[src/hw/capture_pkg.sv]
package capture_pkg;

    // Frame geometry
    localparam int img_width    = 16;
    localparam int img_height   = 4;
    localparam int total_pixels = img_width * img_height;
    localparam int pix_addr_w   = $clog2(total_pixels);

    // Readback word layout
    localparam int word_w      = 32;
    localparam int frame_words = total_pixels / word_w;
    localparam int word_addr_w = 1;

    // Bus and stream widths
    localparam int apb_addr_w = 8;
    localparam int apb_data_w = 32;
    localparam int pix_w      = 8;
    localparam int count_w    = pix_addr_w + 1;

    // Register map
    localparam logic [apb_addr_w-1:0] reg_ctrl       = 8'h00;
    localparam logic [apb_addr_w-1:0] reg_status     = 8'h04;
    localparam logic [apb_addr_w-1:0] reg_thresh     = 8'h08;
    localparam logic [apb_addr_w-1:0] reg_frame_base = 8'h10;

    // Threshold after reset, only full white binarizes to one
    localparam logic [pix_w-1:0] thresh_reset = 8'hff;

    // Decode to capture engine
    typedef struct packed {
        logic             start;
        logic [pix_w-1:0] threshold;
    } ctrl_t;

    // Capture engine back to decode
    typedef struct packed {
        logic               capturing;
        logic               done;
        logic [count_w-1:0] pix_count;
    } stat_t;

    // One-bit write port into the frame buffer
    typedef struct packed {
        logic                  en;
        logic [pix_addr_w-1:0] addr;
        logic                  bit_val;
    } wr_t;

endpackage

[src/hw/bram_writer.sv]
`timescale 1ns/100ps

module bram_writer (
    input  logic                            clk,
    input  logic                            rst_n,
    input  logic                            x_valid,
    input  logic [capture_pkg::pix_w-1:0]   x_data,
    input  capture_pkg::ctrl_t              ctrl,
    output logic                            x_ready,
    output capture_pkg::stat_t              stat,
    output capture_pkg::wr_t                wr
);

    typedef enum logic [1:0] {
        st_idle,
        st_capturing,
        st_complete
    } state_t;

    state_t                             state;
    logic                               capturing;
    logic                               done;
    // Pixel count, the low bits double as the write address
    logic [capture_pkg::count_w-1:0]    pix_count;
    logic                               handshake;
    logic                               last_pixel;

    assign x_ready    = (state == st_capturing);
    assign handshake  = x_valid && x_ready;
    assign last_pixel = (pix_count == capture_pkg::count_w'(capture_pkg::total_pixels - 1));

    // Accepted pixel goes to the buffer on the same edge
    assign wr.en      = handshake;
    assign wr.addr    = pix_count[capture_pkg::pix_addr_w-1:0];
    assign wr.bit_val = (x_data >= ctrl.threshold);

    always_ff @(posedge clk or negedge rst_n) begin
        if (!rst_n) begin
            state     <= st_idle;
            capturing <= 1'b0;
            done      <= 1'b0;
            pix_count <= '0;
        end else begin
            case (state)
                st_idle: begin
                    if (ctrl.start) begin
                        state     <= st_capturing;
                        capturing <= 1'b1;
                        done      <= 1'b0;
                        pix_count <= '0;
                    end
                end

                st_capturing: begin
                    // Start here is ignored
                    if (handshake) begin
                        pix_count <= pix_count + 1'b1;
                        if (last_pixel) begin
                            state <= st_complete;
                        end
                    end
                end

                st_complete: begin
                    capturing <= 1'b0;
                    done      <= 1'b1;
                    state     <= st_idle;
                end

                default: state <= st_idle;
            endcase
        end
    end

    assign stat.capturing = capturing;
    assign stat.done      = done;
    assign stat.pix_count = pix_count;

endmodule

[src/hw/capture_regs.sv]
`timescale 1ns/100ps

module capture_regs (
    input  logic                                    clk,
    input  logic                                    rst_n,
    input  logic [capture_pkg::apb_addr_w-1:0]      paddr,
    input  logic                                    psel,
    input  logic                                    penable,
    input  logic                                    pwrite,
    input  logic [capture_pkg::apb_data_w-1:0]      pwdata,
    input  capture_pkg::stat_t                      stat,
    input  logic [capture_pkg::word_w-1:0]          rd_word,
    output logic [capture_pkg::apb_data_w-1:0]      prdata,
    output logic                                    pready,
    output logic                                    pslverr,
    output capture_pkg::ctrl_t                      ctrl,
    output logic [capture_pkg::word_addr_w-1:0]     rd_index
);

    logic [capture_pkg::pix_w-1:0]      thresh_q;
    logic                               wait_q;
    logic                               access;
    logic                               wr_access;
    logic                               rd_access;
    logic                               in_frame;
    logic                               frame_rd;
    logic [capture_pkg::apb_addr_w-1:0] frame_off;

    assign access    = psel && penable;
    assign wr_access = access && pwrite;
    assign rd_access = access && !pwrite;

    // Frame window covers frame_words consecutive words
    assign frame_off = paddr - capture_pkg::reg_frame_base;
    assign in_frame  = (paddr >= capture_pkg::reg_frame_base) &&
                       (frame_off < capture_pkg::apb_addr_w'(capture_pkg::frame_words * 4));
    assign frame_rd  = rd_access && in_frame;

    // Word index follows paddr, so the buffer read is launched in setup
    assign rd_index = frame_off[2 +: capture_pkg::word_addr_w];

    // Start is a single pulse in the access cycle of the ctrl write
    assign ctrl.start     = wr_access && (paddr == capture_pkg::reg_ctrl) && pwdata[0];
    assign ctrl.threshold = thresh_q;

    always_ff @(posedge clk or negedge rst_n) begin
        if (!rst_n) begin
            thresh_q <= capture_pkg::thresh_reset;
        end else if (wr_access && (paddr == capture_pkg::reg_thresh)) begin
            thresh_q <= pwdata[capture_pkg::pix_w-1:0];
        end
    end

    // One wait state on frame reads, rd_word is registered in the buffer
    always_ff @(posedge clk or negedge rst_n) begin
        if (!rst_n) begin
            wait_q <= 1'b0;
        end else begin
            wait_q <= frame_rd && !wait_q;
        end
    end

    always_comb begin
        if (frame_rd) begin
            pready = wait_q;
        end else begin
            pready = access;
        end
    end

    // Read data mux, unmapped addresses and ctrl read as zero
    always_comb begin
        prdata = '0;
        if (rd_access) begin
            if (in_frame) begin
                if (wait_q) begin
                    prdata = rd_word;
                end
            end else if (paddr == capture_pkg::reg_status) begin
                prdata[0]    = stat.capturing;
                prdata[1]    = stat.done;
                prdata[14:8] = stat.pix_count;
            end else if (paddr == capture_pkg::reg_thresh) begin
                prdata[capture_pkg::pix_w-1:0] = thresh_q;
            end
        end
    end

    // No error responses
    assign pslverr = 1'b0;

endmodule

[src/hw/capture_top.sv]
`timescale 1ns/100ps

module capture_top (
    input  logic                                clk,
    input  logic                                rst_n,

    // APB slave
    input  logic [capture_pkg::apb_addr_w-1:0]  paddr,
    input  logic                                psel,
    input  logic                                penable,
    input  logic                                pwrite,
    input  logic [capture_pkg::apb_data_w-1:0]  pwdata,
    output logic [capture_pkg::apb_data_w-1:0]  prdata,
    output logic                                pready,
    output logic                                pslverr,

    // Pixel stream
    input  logic                                x_valid,
    input  logic [capture_pkg::pix_w-1:0]       x_data,
    output logic                                x_ready
);

    capture_pkg::ctrl_t                     ctrl;
    capture_pkg::stat_t                     stat;
    capture_pkg::wr_t                       wr;
    logic [capture_pkg::word_addr_w-1:0]    rd_index;
    logic [capture_pkg::word_w-1:0]         rd_word;

    capture_regs i_regs (
        .clk      (clk),
        .rst_n    (rst_n),
        .paddr    (paddr),
        .psel     (psel),
        .penable  (penable),
        .pwrite   (pwrite),
        .pwdata   (pwdata),
        .stat     (stat),
        .rd_word  (rd_word),
        .prdata   (prdata),
        .pready   (pready),
        .pslverr  (pslverr),
        .ctrl     (ctrl),
        .rd_index (rd_index)
    );

    bram_writer i_writer (
        .clk     (clk),
        .rst_n   (rst_n),
        .x_valid (x_valid),
        .x_data  (x_data),
        .ctrl    (ctrl),
        .x_ready (x_ready),
        .stat    (stat),
        .wr      (wr)
    );

    frame_buffer i_buffer (
        .clk      (clk),
        .wr       (wr),
        .rd_index (rd_index),
        .rd_word  (rd_word)
    );

endmodule

[src/hw/frame_buffer.sv]
`timescale 1ns/100ps

module frame_buffer (
    input  logic                                clk,
    input  capture_pkg::wr_t                    wr,
    input  logic [capture_pkg::word_addr_w-1:0] rd_index,
    output logic [capture_pkg::word_w-1:0]      rd_word
);

    // One cell per pixel in raster order
    logic [capture_pkg::total_pixels-1:0] cells;
    logic [capture_pkg::pix_addr_w-1:0]   rd_base;

    always_ff @(posedge clk) begin
        if (wr.en) begin
            cells[wr.addr] <= wr.bit_val;
        end
    end

    // First pixel of the selected word
    assign rd_base = {rd_index, {(capture_pkg::pix_addr_w - capture_pkg::word_addr_w){1'b0}}};

    // Word i holds pixels 32i up to 32i+31 with the lowest pixel in bit 0
    always_ff @(posedge clk) begin
        rd_word <= cells[rd_base +: capture_pkg::word_w];
    end

endmodule

[config.mk]
export PLATFORM = sky130hd
export DESIGN_NAME = capture_top
export DESIGN_NICKNAME = d
export VERILOG_FILES = /design/src/hw/capture_pkg.sv /design/src/hw/bram_writer.sv /design/src/hw/capture_regs.sv /design/src/hw/capture_top.sv /design/src/hw/frame_buffer.sv
export SDC_FILE = /design/constraint.sdc
export NUM_CORES = 1
export LEC_CHECK = 0
export ABC_CLOCK_PERIOD_IN_PS = 7890
export BUFFER_PORTS_ARGS = -buffer_cell sky130_fd_sc_hd__buf_4
export CAP_MARGIN = 20
export CORE_ASPECT_RATIO = 1.25
export CORE_MARGIN = 1.5
export CORE_UTILIZATION = 60
export CTS_CLUSTER_SIZE = 14
export DETAILED_ROUTE_END_ITERATION = 6
export PLACE_DENSITY = 0.85
export REMOVE_ABC_BUFFERS = 1
export SKIP_LAST_GASP = 1
export SLEW_MARGIN = 10
export SYNTH_ARGS = -nofsm -noshare
export SYNTH_HDL_FRONTEND = slang
export SYNTH_SLANG_ARGS = --single-unit
export TNS_END_PERCENT = 5
[constraint.sdc]
create_clock -name clk -period 7.89 [get_ports clk]
set_input_delay 1.578 -clock clk [delete_from_list [all_inputs] [get_ports clk]]
set_output_delay 1.578 -clock clk [all_outputs]
set_load 0.005 [all_outputs]
# Yosys cells after proc, flatten, opt, wreduce, memory -nomap -nowiden
# Cells that the tools add are included.
# Widths: inputs -> output; s select.
# classes
eq_ne	8
magnitude_cmp	5
n_reduce_logical	20
n_shift	1
n_addsub	2
n_mux	23
# ops
operator	n
$bwmux 64	1
$mux 32	2
$shiftx 64x7->32	1
$mux 7	3
$mux 17	1
$mux 15	1
$pmux 7 s2	1
$logic_and 1x1->1	11
$eq 8x3->1 const B	1
$eq 8x4->1 const B	1
$ge 8x5->1 const B	1
$ge 8x8->1	1
$logic_not 8->1	1
$lt 8x4->1 const B	1
$mux 2	4
$mux 8	1
$sub 8x5->8 const B	1
$add 7x1->7 const B	1
$eq 7x6->1 const B	1
$lt 6x7->1 const B	1
$demux 1 s6	1
$ge 6x1->1 const B	1
$mux 6	1
$ne 2x2->1 const B	3
other kinds (10)	17
# word_totals
word_cells	67
reg_bits	116
output_inout_bits	35

# Longest topological paths before layout
# Gate-level depths: netlist of run 1.
# depth
depth_word	6
ltp_mapped	6

# Hierarchy
# Synthesis of run 1 repeated with hierarchy kept, for this count alone.
# unflattened
hier_cells	402
hier_area_um2	5077.4
# modules_own_cells
module	n_inst	cells_each	area_per_inst_um2
frame_buffer	1	233	3495.9
capture_regs	1	85	800.8
bram_writer	1	84	780.7

# Worst setup path before layout of run 1
# Ideal clock, no wire load.
# synth_path
kind	input port to flip-flop
startpoint	input port x_data[0] in the netlist's numbering
endpoint	register i_buffer.cells[0] in the netlist's numbering (data pin)
setup_time_ns	0.702
t_arrival_ns	4.715
path_stages	6
path_slack_ns	2.474
cell_sequence	inv_1 > ha_1 > nor2b_1 > o21ai_0 > a41oi_1 > o21ai_0
# synth_rtl
element	line	rtl
start: declaration	capture_top.sv:19	input logic [capture_pkg::pix_w-1:0] x_data,
end signal: indexed assignment	frame_buffer.sv:16	cells[wr.addr] <= wr.bit_val;
end: declaration	frame_buffer.sv:11	logic [capture_pkg::total_pixels-1:0] cells;

# Final worst setup path of run 1
# layout_path
startpoint	input port paddr[2] in the netlist's numbering
endpoint	output port prdata[12] in the netlist's numbering
# layout_via
elab_chain_cells	5
elab_cells_between_ends	8
classes_between	1 x add/sub; 2 x order compare; 1 x eq/ne; 3 x mux; 1 x reduce/logical
# layout_rtl
element	line	rtl
start: declaration	capture_top.sv:8	input logic [capture_pkg::apb_addr_w-1:0] paddr,
$sub 8x5->8	capture_regs.sv:34	assign frame_off = paddr - capture_pkg::reg_frame_base;
$lt 8x4->1	capture_regs.sv:36	(frame_off < capture_pkg::apb_addr_w'(capture_pkg::frame_words * 4));
$logic_and 1x1->1	capture_regs.sv:35	assign in_frame = (paddr >= capture_pkg::reg_frame_base) &&
$mux 15 *	capture_regs.sv:75	if (in_frame) begin
$mux 32 *	capture_regs.sv:74	if (rd_access) begin
end: declaration	capture_top.sv:13	output logic [capture_pkg::apb_data_w-1:0] prdata,
# Mark *: on every way between the ends. The rest lies on a longest branch, timed or not.

==> reports/metrics.cfg, run 1 <==
[run_status]
outcome = finished, final reports clean

[synthesis]
synth_area_leader_cell = edfxtp_1
synthFlopType = edfxtp_1
yosysMostFrequentCell = nor2_1
synth_top_cells_by_area = edfxtp_1 (39%), dfxtp_1 (13%), mux2_2 (9.1%)
ys_seq_elements = 116
syn_area_per_cell_sq_um = 11.9
synth_edf_count = 64
async_flop_share_pct = 17.2
synth_area_sq_um = 4930
synthCells = 413
synth_common_cells = nor2_1 (80), edfxtp_1 (64), mux2_2 (40)
ys_types = 47
synth_warnings = 0
yosysSeqAreaShare_pct = 62.3
synth_top_area_share_pct = 39.0

[drt]
dr.pass1.iters = 5
ant_nets = 0
initialDrtViolationCount = 212
wl_per_cell_um = 17.7
avgViaCountPerCell = 5.77
vias = 3333
drcViolationCount = 0
routed_wl_um = 10200

[cells_and_area]
drive_gt1_share_pct = 32.3
syn_to_final_growth_pct = 20.8
num_antenna_cells = 0
finalNetCount = 533
final_cells = 578

[timing]
tns_ns = 0
min_period_ns = 5.21
report.final.slew_viol_count = 0
finalWorstSetupSlack_ns = 2.68
hold_violations = 0
skew_ns = 0.00621
relSlewSlack_pct = 45.8
whs_ns = 0.468
fin_crit_sh_pct = 66.1
fmax_mhz = 192
rsz0062_at_grt = no
finalSetupViolations = 0
tightest_slew_ns = 0.807

[run]
cap_violations = 0

[floorplanning]
die_y_um = 104
dieArea_sq_um = 8780
die_w_um = 84.1
boundaryPins = 89
core_sq_um = 7880
start_util_pct = 62.6
rows = 36

[power]
peakVddDrop_mv = 0.189
power_density_nw_per_um2 = 234
p_leak_nw = 2.20

[global_route]
grt_overflow = 0
grt_max_degree = 65
antenna_found_initial = 0
track_usage_pct = 24.7
top_usage_layer = met2
met2_usage_pct = 43.0
grt_use_met1_pct = 28.6
grt_pass1_vias = 3409
met3_usage_pct = 6.51
grt_first_pass_wirelength_um = 16600

[critical_path]
slowest_delay_ns = 0.64
cp.arrival_ns = 3.64
crit_type = primary input to primary output
crit_slowest_cell = or4b_2
reg2reg_depth = 3
critPathRequiredTime_ns = 6.31
worst_setup_path_start_kind = primary input
end_kind = primary output
path_common_cell = buf_4
path_depth = 6
critPathBufInv = 2
crit_chain = buf_4, or4b_2, nor3_2, a22oi_1, nor2_1, buf_4
critPathMaxFanout = 34
crit_family = simple AND/OR/NAND/NOR gates

[cts]
cts_buffers = 17
clk_path_buf_depth = 2
cts_tree = built
cts_setup_buffers = 0
clock_latency_ns = 0.51
cts_resized = 0
htree_levels = 4
cts.sinks = 116
ctsHoldBuffers = 0
clk_pin_slew_ns = 0.05
cts_root_buf = clkbuf_8

[place]
place_congestion = 0.840
dpl_worst_slack_ns = 2.70
io_buffers = 63
hpwl_um = 6480
dpl.cell_count = 546

[min_path]
worstHoldPathType = register to register
worstHoldPathCells = 1

[cells by family after synthesis]
family,Yosys count,synth area share (%)
and+or+nand+nor,171,17.9
DFF,116,62.3
muxes,40,9.13
buffers and inverters,37,3.22
AOI/OAI and AO/OA,34,4.26
adders and majority gates,9,2.28
xor gates and xnor gates,5,0.888
other,1,0.0760
[cell type report]
cell class | instances | area (sq um)
clock buffers | 25 | 454
clock inverters | 7 | 82.6
fillers | 480 | 1920
inverters | 10 | 37.5
multi-input cells | 260 | 1710
flip-flops and latches | 116 | 3070
well taps | 95 | 119
repair buffers | 65 | 488
[placed cells by master (no fill, tap or decap), types with 2 or more instances in the layout]
cell type and count:
a21oi_1 15, a22oi_1 7, and3_1 17, buf_4 65, bufinv_16 2, clkbuf_1 7
clkbuf_16 16, clkbuf_8 2, clkinv_1 2, clkinv_2 3, dfrtp_1 12, dfstp_2 8
dfxtp_1 32, edfxtp_1 64, ha_1 9, inv_1 10, mux2_2 40, nand2_1 17
nand2b_1 3, nand3_1 10, nand3b_1 7, nand4_1 3, nand4b_1 2, nor2_1 80
nor2b_1 2, nor3_1 3, nor3_2 3, nor4_1 3, o21ai_0 4, or2_2 7
or3_1 2, or3b_2 3, or4b_2 2, xnor2_1 2, xor2_1 3
[power by group]
group | switching (mW) | total, mW | internal, mW
Sequential | 0.00516 | 0.653 | 0.648
Combinational | 0.0269 | 0.0500 | 0.0231
Clock | 0.241 | 0.694 | 0.453
[layer usage]
| metal | part of all wire, % | vias to the layer above |
|---|---|---|
| met5 | 0 | - |
| met4 | 2.7 | 0 |
| met3 | 4.4 | 26 |
| li1 | - | 1568 |
| met1 | 38 | 1639 |
| met2 | 55 | 100 |
[state kept, by name, indices dropped and copies added, names as in the netlist]
name                flops
i_buffer.cells         64
i_buffer.rd_word       32
i_regs.thresh_q         8
i_regs.wait_q           1
i_writer.capturing      1
i_writer.done           1
i_writer.pix_count      7
i_writer.state          2
[through the flow]
stage	utilization, %	total power [mW]	cell area (sq um)
final	75.6	1.40	5960
after global routing	75.6	1.43	5960
after CTS	75.6	1.40	5960
after detailed placement	68.8	0.714	5420
after global placement	68.8	0.712	5420
after floorplan	-	0.688	4810
[path summary, 6_finish.rpt]
kind	from	end	slack, ns
min in group asynchronous	rst_n	i_writer.pix_count[1]	0.95
hold / removal	i_buffer.cells[34]	i_buffer.rd_word[2]	0.47
max in group asynchronous	rst_n	i_regs.thresh_q[4]	6.67
setup reg to reg	i_writer.state[1]	i_buffer.cells[37]	5.67
setup / recovery	paddr[2]	prdata[12]	2.68
hold reg to reg	i_buffer.cells[34]	i_buffer.rd_word[2]	0.47
(Power assumes the default switching activity.)
==> run 2, diff against run 1 <==
ABC_CLOCK_PERIOD_IN_PS = 4800   (was 7890)
CORE_UTILIZATION = 55   (was 60)
PLACE_DENSITY = 0.79   (was 0.85)
clock period = 4.8 ns   (was 7.89 ns; I/O delays follow)
==> run 2 against run 1 <==
  * Critical path depth unchanged
  * First-iteration DRC count down 1.9%
  * Hold slack worse by 0.14 ns
  * Count of clock-buffer cells in the layout down 3
  * Register-to-register slack worse by 3.0 ns
  * Worst setup slack worse by 1.8 ns
  * Non-clock buffer count unchanged
  * Combinational power up 66%
  * Clock power up 99%
  * Final area up 2.5%
  * Total power up 82%
  * Final cell count up 4.3%
  * Critical endpoint is now prdata[9]
==> reports/metrics.cfg, run 2 (same netlist as run 1, synthesis figures left out) <==
[place]
place_congestion = 0.840
io_buffers = 63
hpwl_um = 6530
dpl_worst_slack_ns = 0.899

[critical_path]
critPathBufInv = 2
crit_family = simple AND/OR/NAND/NOR gates
critPathRequiredTime_ns = 3.84
critPathMaxFanout = 34
end_kind = primary output
cp.arrival_ns = 2.97
slowest_delay_ns = 0.64
crit_chain = buf_4, or4b_2, nor3_2, a22oi_1, nor2_1, buf_4
crit_type = primary input to primary output
crit_slowest_cell = or4b_2
r2r_setup_slack_ns = 2.63
worst_setup_path_start_kind = primary input
path_common_cell = buf_4

[power]
peakVddDrop_mv = 0.373
power_density_nw_per_um2 = 416
p_leak_nw = 2.25

[cts]
clk_path_buf_depth = 2
cts.sinks = 116
cts_tree = built
cts_setup_buffers = 0
clock_latency_ns = 0.52
htree_levels = 4
cts_resized = 0
clk_pin_slew_ns = 0.05
ctsHoldBuffers = 0
cts_root_buf = clkbuf_8
cts_buffers = 17

[run_status]
outcome = finished, final reports clean

[timing]
tns_ns = 0
finalWorstSetupSlack_ns = 0.869
rsz0062_at_grt = no
finalSetupViolations = 0
min_period_ns = 3.93
fin_crit_sh_pct = 81.9
skew_ns = 0.0135
report.final.slew_viol_count = 0
hold_violations = 0
tightest_slew_ns = 0.798
fmax_mhz = 254
relSlewSlack_pct = 46.8

[run]
cap_violations = 0

[floorplanning]
core_sq_um = 8700
die_w_um = 87.7
rows = 38
die_y_um = 109
dieArea_sq_um = 9550
start_util_pct = 56.7
boundaryPins = 89

[cells_and_area]
layout.cells.most_common = nor2_1
drive_gt1_share_pct = 33.3
layout_common_cells = nor2_1 (80), buf_4 (65), edfxtp_1 (64)
seq_area_sq_um = 3070
multiInputGateArea_sq_um = 1710
fill_cells = 610
reg_top3 = i_buffer.cells (64), i_buffer.rd_word (32), i_regs.thresh_q (8)
largest-register = i_buffer.cells
syn_to_final_growth_pct = 23.8
num_antenna_cells = 0
finalNetCount = 533
largest_reg_flops = 64

[global_route]
grt_first_pass_wirelength_um = 16100
antenna_found_initial = 0
grt_overflow = 0
grt_max_degree = 65
grt_pass1_vias = 3295
track_usage_pct = 23.3

[drt]
avgViaCountPerCell = 5.53
initialDrtViolationCount = 208
drcViolationCount = 0
ant_nets = 0
dr.pass1.iters = 4
wl_per_cell_um = 17.2
vias = 3335
routed_wl_um = 10400

[min_path]
worstHoldPathType = primary input to asynchronous set/reset pin

[run 2: cell types whose count changed in the layout (fill, tap and decap cells not counted), sizes merged]
cell	previous run	this run
clkbuf	25	22
clkinv	5	3
clkinvlp	0	1
bufinv	2	6
[run 2: through the flow]
| stage | cell area (sq um) | power (mW) | hold slack (ns) | util, % | instances |
|---|---|---|---|---|---|
| finish | 6110 | 2.54 | 0.324 | 70.2 | 603 |
| global route | 6110 | 2.61 | 0.316 | 70.2 | 603 |
| CTS | 6110 | 2.55 | 0.313 | 70.2 | 603 |
| detailed placement | 5450 | 1.18 | 0.456 | 62.7 | 571 |
| global placement | 5450 | 1.17 | 0.449 | 62.7 | 571 |
| floorplan | 4810 | 1.13 | 0.448 | - | 386 |
[run 2: layout make-up]
cell class / instances / area share, %
flip-flops and latches: 116 / 50.3
multi-input cells: 260 / 27.9
repair buffers: 65 / 7.99
clock buffers: 22 / 7.41
clock inverters: 10 / 3.30
well taps: 120 / 2.46
inverters: 10 / 0.615
[run 2: power by group]
part	total (mW)	leakage, nW	internal (mW)	switching, mW
Combinational	0.0832	0.910	0.0382	0.0449
Clock	1.38	0.317	0.971	0.411
Sequential	1.07	1.03	1.06	0.00835
Total	2.54	2.25	2.07	0.465
[run 2: path summary, 6_finish.rpt]
kind,startpoint,endpoint,depth (start not counted)
setup / recovery,paddr[2],prdata[9],6
hold / removal,rst_n,i_writer.state[0],1
setup reg to reg,i_regs.thresh_q[2],i_buffer.cells[51],7
hold reg to reg,i_buffer.cells[12],i_buffer.rd_word[12],1
max in group asynchronous,rst_n,i_regs.thresh_q[4],1
min in group clk,i_buffer.cells[12],i_buffer.rd_word[12],1
[run 2: metal layers]
metal | share of wire [%] | global-route usage, % | vias up
met3 | 4.7 | 6.43 | 17
met1 | 38 | 25.4 | 1637
met5 | 0 | 0 | -
met4 | 1.7 | 10.9 | 0
met2 | 56 | 41.3 | 106
li1 | - | - | 1575
==> run 3, diff against run 2 <==
ABC_AREA = 1   (was default)
ABC_CLOCK_PERIOD_IN_PS = 3300   (was 4800)
CORE_UTILIZATION = 51   (was 55)
PLACE_DENSITY = 0.76   (was 0.79)
clock period = 3.3 ns   (was 4.8 ns; I/O delays follow)
==> run 3 against run 2 <==
  * Critical path depth increased by 3
  * First-iteration DRC count increased by 65%
  * Non-clock buffer count increased by 3
  * Final cell count increased by 34%
  * Flip-flop and latch count unchanged
  * Final area increased by 4.6%
  * Total power increased by 39%
  * Routed wire length increased by 13%
  * Clock skew decreased by 0.0028 ns
  * Largest cell class unchanged
  * Largest power group unchanged
==> reports/metrics.cfg, run 3 <==
[cts]
clk_path_buf_depth = 2
cts_root_buf = clkbuf_16
cts.sinks = 116
cts_setup_buffers = 0
clock_latency_ns = 0.42
htree_levels = 4
cts_resized = 0
ctsHoldBuffers = 0
clk_pin_slew_ns = 0.05
cts_tree = built
cts_buffers = 17

[synthesis]
yosysMostFrequentCell = nand2_1
syn_area_per_cell_sq_um = 8.78
synthFlopType = edfxtp_1
synth_top_cells_by_area = edfxtp_1 (37%), nand2_1 (13%), dfxtp_1 (12%)
synth_top_area_share_pct = 36.6
synthXorXnorAreaFrac_pct = 0.334
synth_warnings = 0
ys_seq_elements = 116
synthMuxAreaShare_pct = 0
synthSimpleGateAreaFrac_pct = 28.4
synth_common_cells = nand2_1 (182), nor2_1 (112), inv_1 (66)
yosysSeqAreaShare_pct = 58.6
synth_compound_area_share_pct = 3.05
synthCells = 597
synthAdderAreaFrac_pct = 2.15
async_flop_share_pct = 17.2
synth_area_sq_um = 5240
synth_area_leader_cell = edfxtp_1
ys_types = 30
synth_top_family_by_area = simple AND/OR/NAND/NOR gates
synth_edf_count = 64

[critical_path]
crit_slowest_cell = nand2_2
r2r-start = i_regs.thresh_q[7]
path_common_cell = buf_4
critPathMaxFanout = 17
critPathBufInv = 3
critPathRequiredTime_ns = 2.64
worst_setup_path_start_kind = primary input
cp.arrival_ns = 1.94
crit_family = simple AND/OR/NAND/NOR gates
end_kind = primary output
crit_type = primary input to primary output
slowest_delay_ns = 0.20
setup.worst_path.start = paddr[3]
crit_chain = buf_4, inv_1, nand2_1, nor2_2, nand2_2, nor2_4, nand2_4, nor2_1, buf_4

[drt]
ant_nets = 0
initialDrtViolationCount = 344
wl_per_cell_um = 14.5
avgViaCountPerCell = 5.17
routed_wl_um = 11700
vias = 4168
drcViolationCount = 0
dr.pass1.iters = 7

[floorplanning]
core_sq_um = 10100
start_util_pct = 52.2
dieArea_sq_um = 10900
boundaryPins = 89
die_y_um = 116
rows = 41
die_w_um = 93.7

[global_route]
grt_pass1_vias = 3965
antenna_found_initial = 0
grt_max_degree = 65
track_usage_pct = 22.7
grt_overflow = 0
grt_first_pass_wirelength_um = 18400

[timing]
fmax_mhz = 384
finalWorstSetupSlack_ns = 0.696
hold_violations = 0
rsz0062_at_grt = no
tns_ns = 0
skew_ns = 0.0107
report.final.slew_viol_count = 0
finalSetupViolations = 0
relSlewSlack_pct = 62.3
min_period_ns = 2.60
tightest_slew_ns = 0.566
fin_crit_sh_pct = 78.9

[place]
io_buffers = 63
dpl.cell_count = 774
place_congestion = 0.915
placed_area_sq_um = 5790
dpl_worst_slack_ns = 0.713
hpwl_um = 7690

[power]
p_comb_share_pct = 3.5
netSwitchingFraction_pct = 20.9
peakVddDrop_mv = 0.310
netSwitchingPower_mw = 0.741
p_int_mw = 2.80
p_leak_nw = 2.94
p_total_mw = 3.54
p_seq_share_pct = 43.8
power_density_nw_per_um2 = 554
pwr-share-clk_pct = 52.7

[cells_and_area]
reg_top3 = i_buffer.cells (64), i_buffer.rd_word (32), i_regs.thresh_q (8)
layout_common_cells = nand2_1 (182), nor2_1 (112), buf_4 (68)
finalNetCount = 727
largest-register = i_buffer.cells
design_area_sq_um = 6390
syn_to_final_growth_pct = 21.9
drive_gt1_share_pct = 18.8
layout.cells.most_common = nand2_1
largest_reg_flops = 64
num_antenna_cells = 0
final_cells = 806

[run]
cap_violations = 0

[min_path]
worstHoldPathType = primary input to asynchronous set/reset pin

[run_status]
outcome = finished, final reports clean

-- run 3: final cells by class --
| cell class | count | area [sq um] |
|---|---|---|
| fill | 797 | 3660 |
| clock inverter | 12 | 155 |
| clock buffer | 20 | 447 |
| timing repair buffer | 68 | 510 |
| tap | 129 | 161 |
| multi-input combinational | 393 | 1790 |
| inverter | 68 | 260 |
| sequential | 116 | 3070 |
-- run 3: cell families after synthesis --
group,Yosys count
xor+xnor,2
compound gates,30
flops,116
simple gates,351
buf+inv,88
other cells,1
fa+ha+maj,9
-- run 3: worst paths after layout --
check / cells after the start / slack (ns) / to
setup / recovery: 9 / 0.70 / prdata[25]
hold reg to reg: 2 / 0.43 / i_buffer.rd_word[12]
max in group asynchronous: 1 / 2.90 / i_regs.thresh_q[6]
setup reg to reg: 7 / 1.25 / i_buffer.cells[9]
min in group clk: 2 / 0.43 / i_buffer.rd_word[12]
hold / removal: 1 / 0.13 / i_writer.pix_count[0]
-- run 3: metrics by stage --
stage                     hold WS, ns  utilization (%)
after floorplan                 0.364                -
after global placement          0.415             57.6
after detailed placement        0.421             57.6
after CTS                       0.131             63.6
after global routing            0.147             63.6
final                           0.126             63.6
-- run 3: power groups by stage --
stage          registers (mW)  clock network [mW]  logic (mW)
2_1_floorplan            1.58                   0      0.0590
3_3_place_gp             1.58                   0       0.120
3_5_place_dp             1.58                   0       0.125
4_1_cts                  1.55                1.87       0.126
5_1_grt                  1.55                1.93       0.139
6_report                 1.55                1.86       0.124
-- run 3: routing by layer --
metal	vias up	share of wire, %	global-route usage, %
met5	-	0	0
met4	0	3.7	14.5
met3	40	5.7	4.56
met2	171	54	40.7
met1	1944	37	24.4
li1	2013	-	-
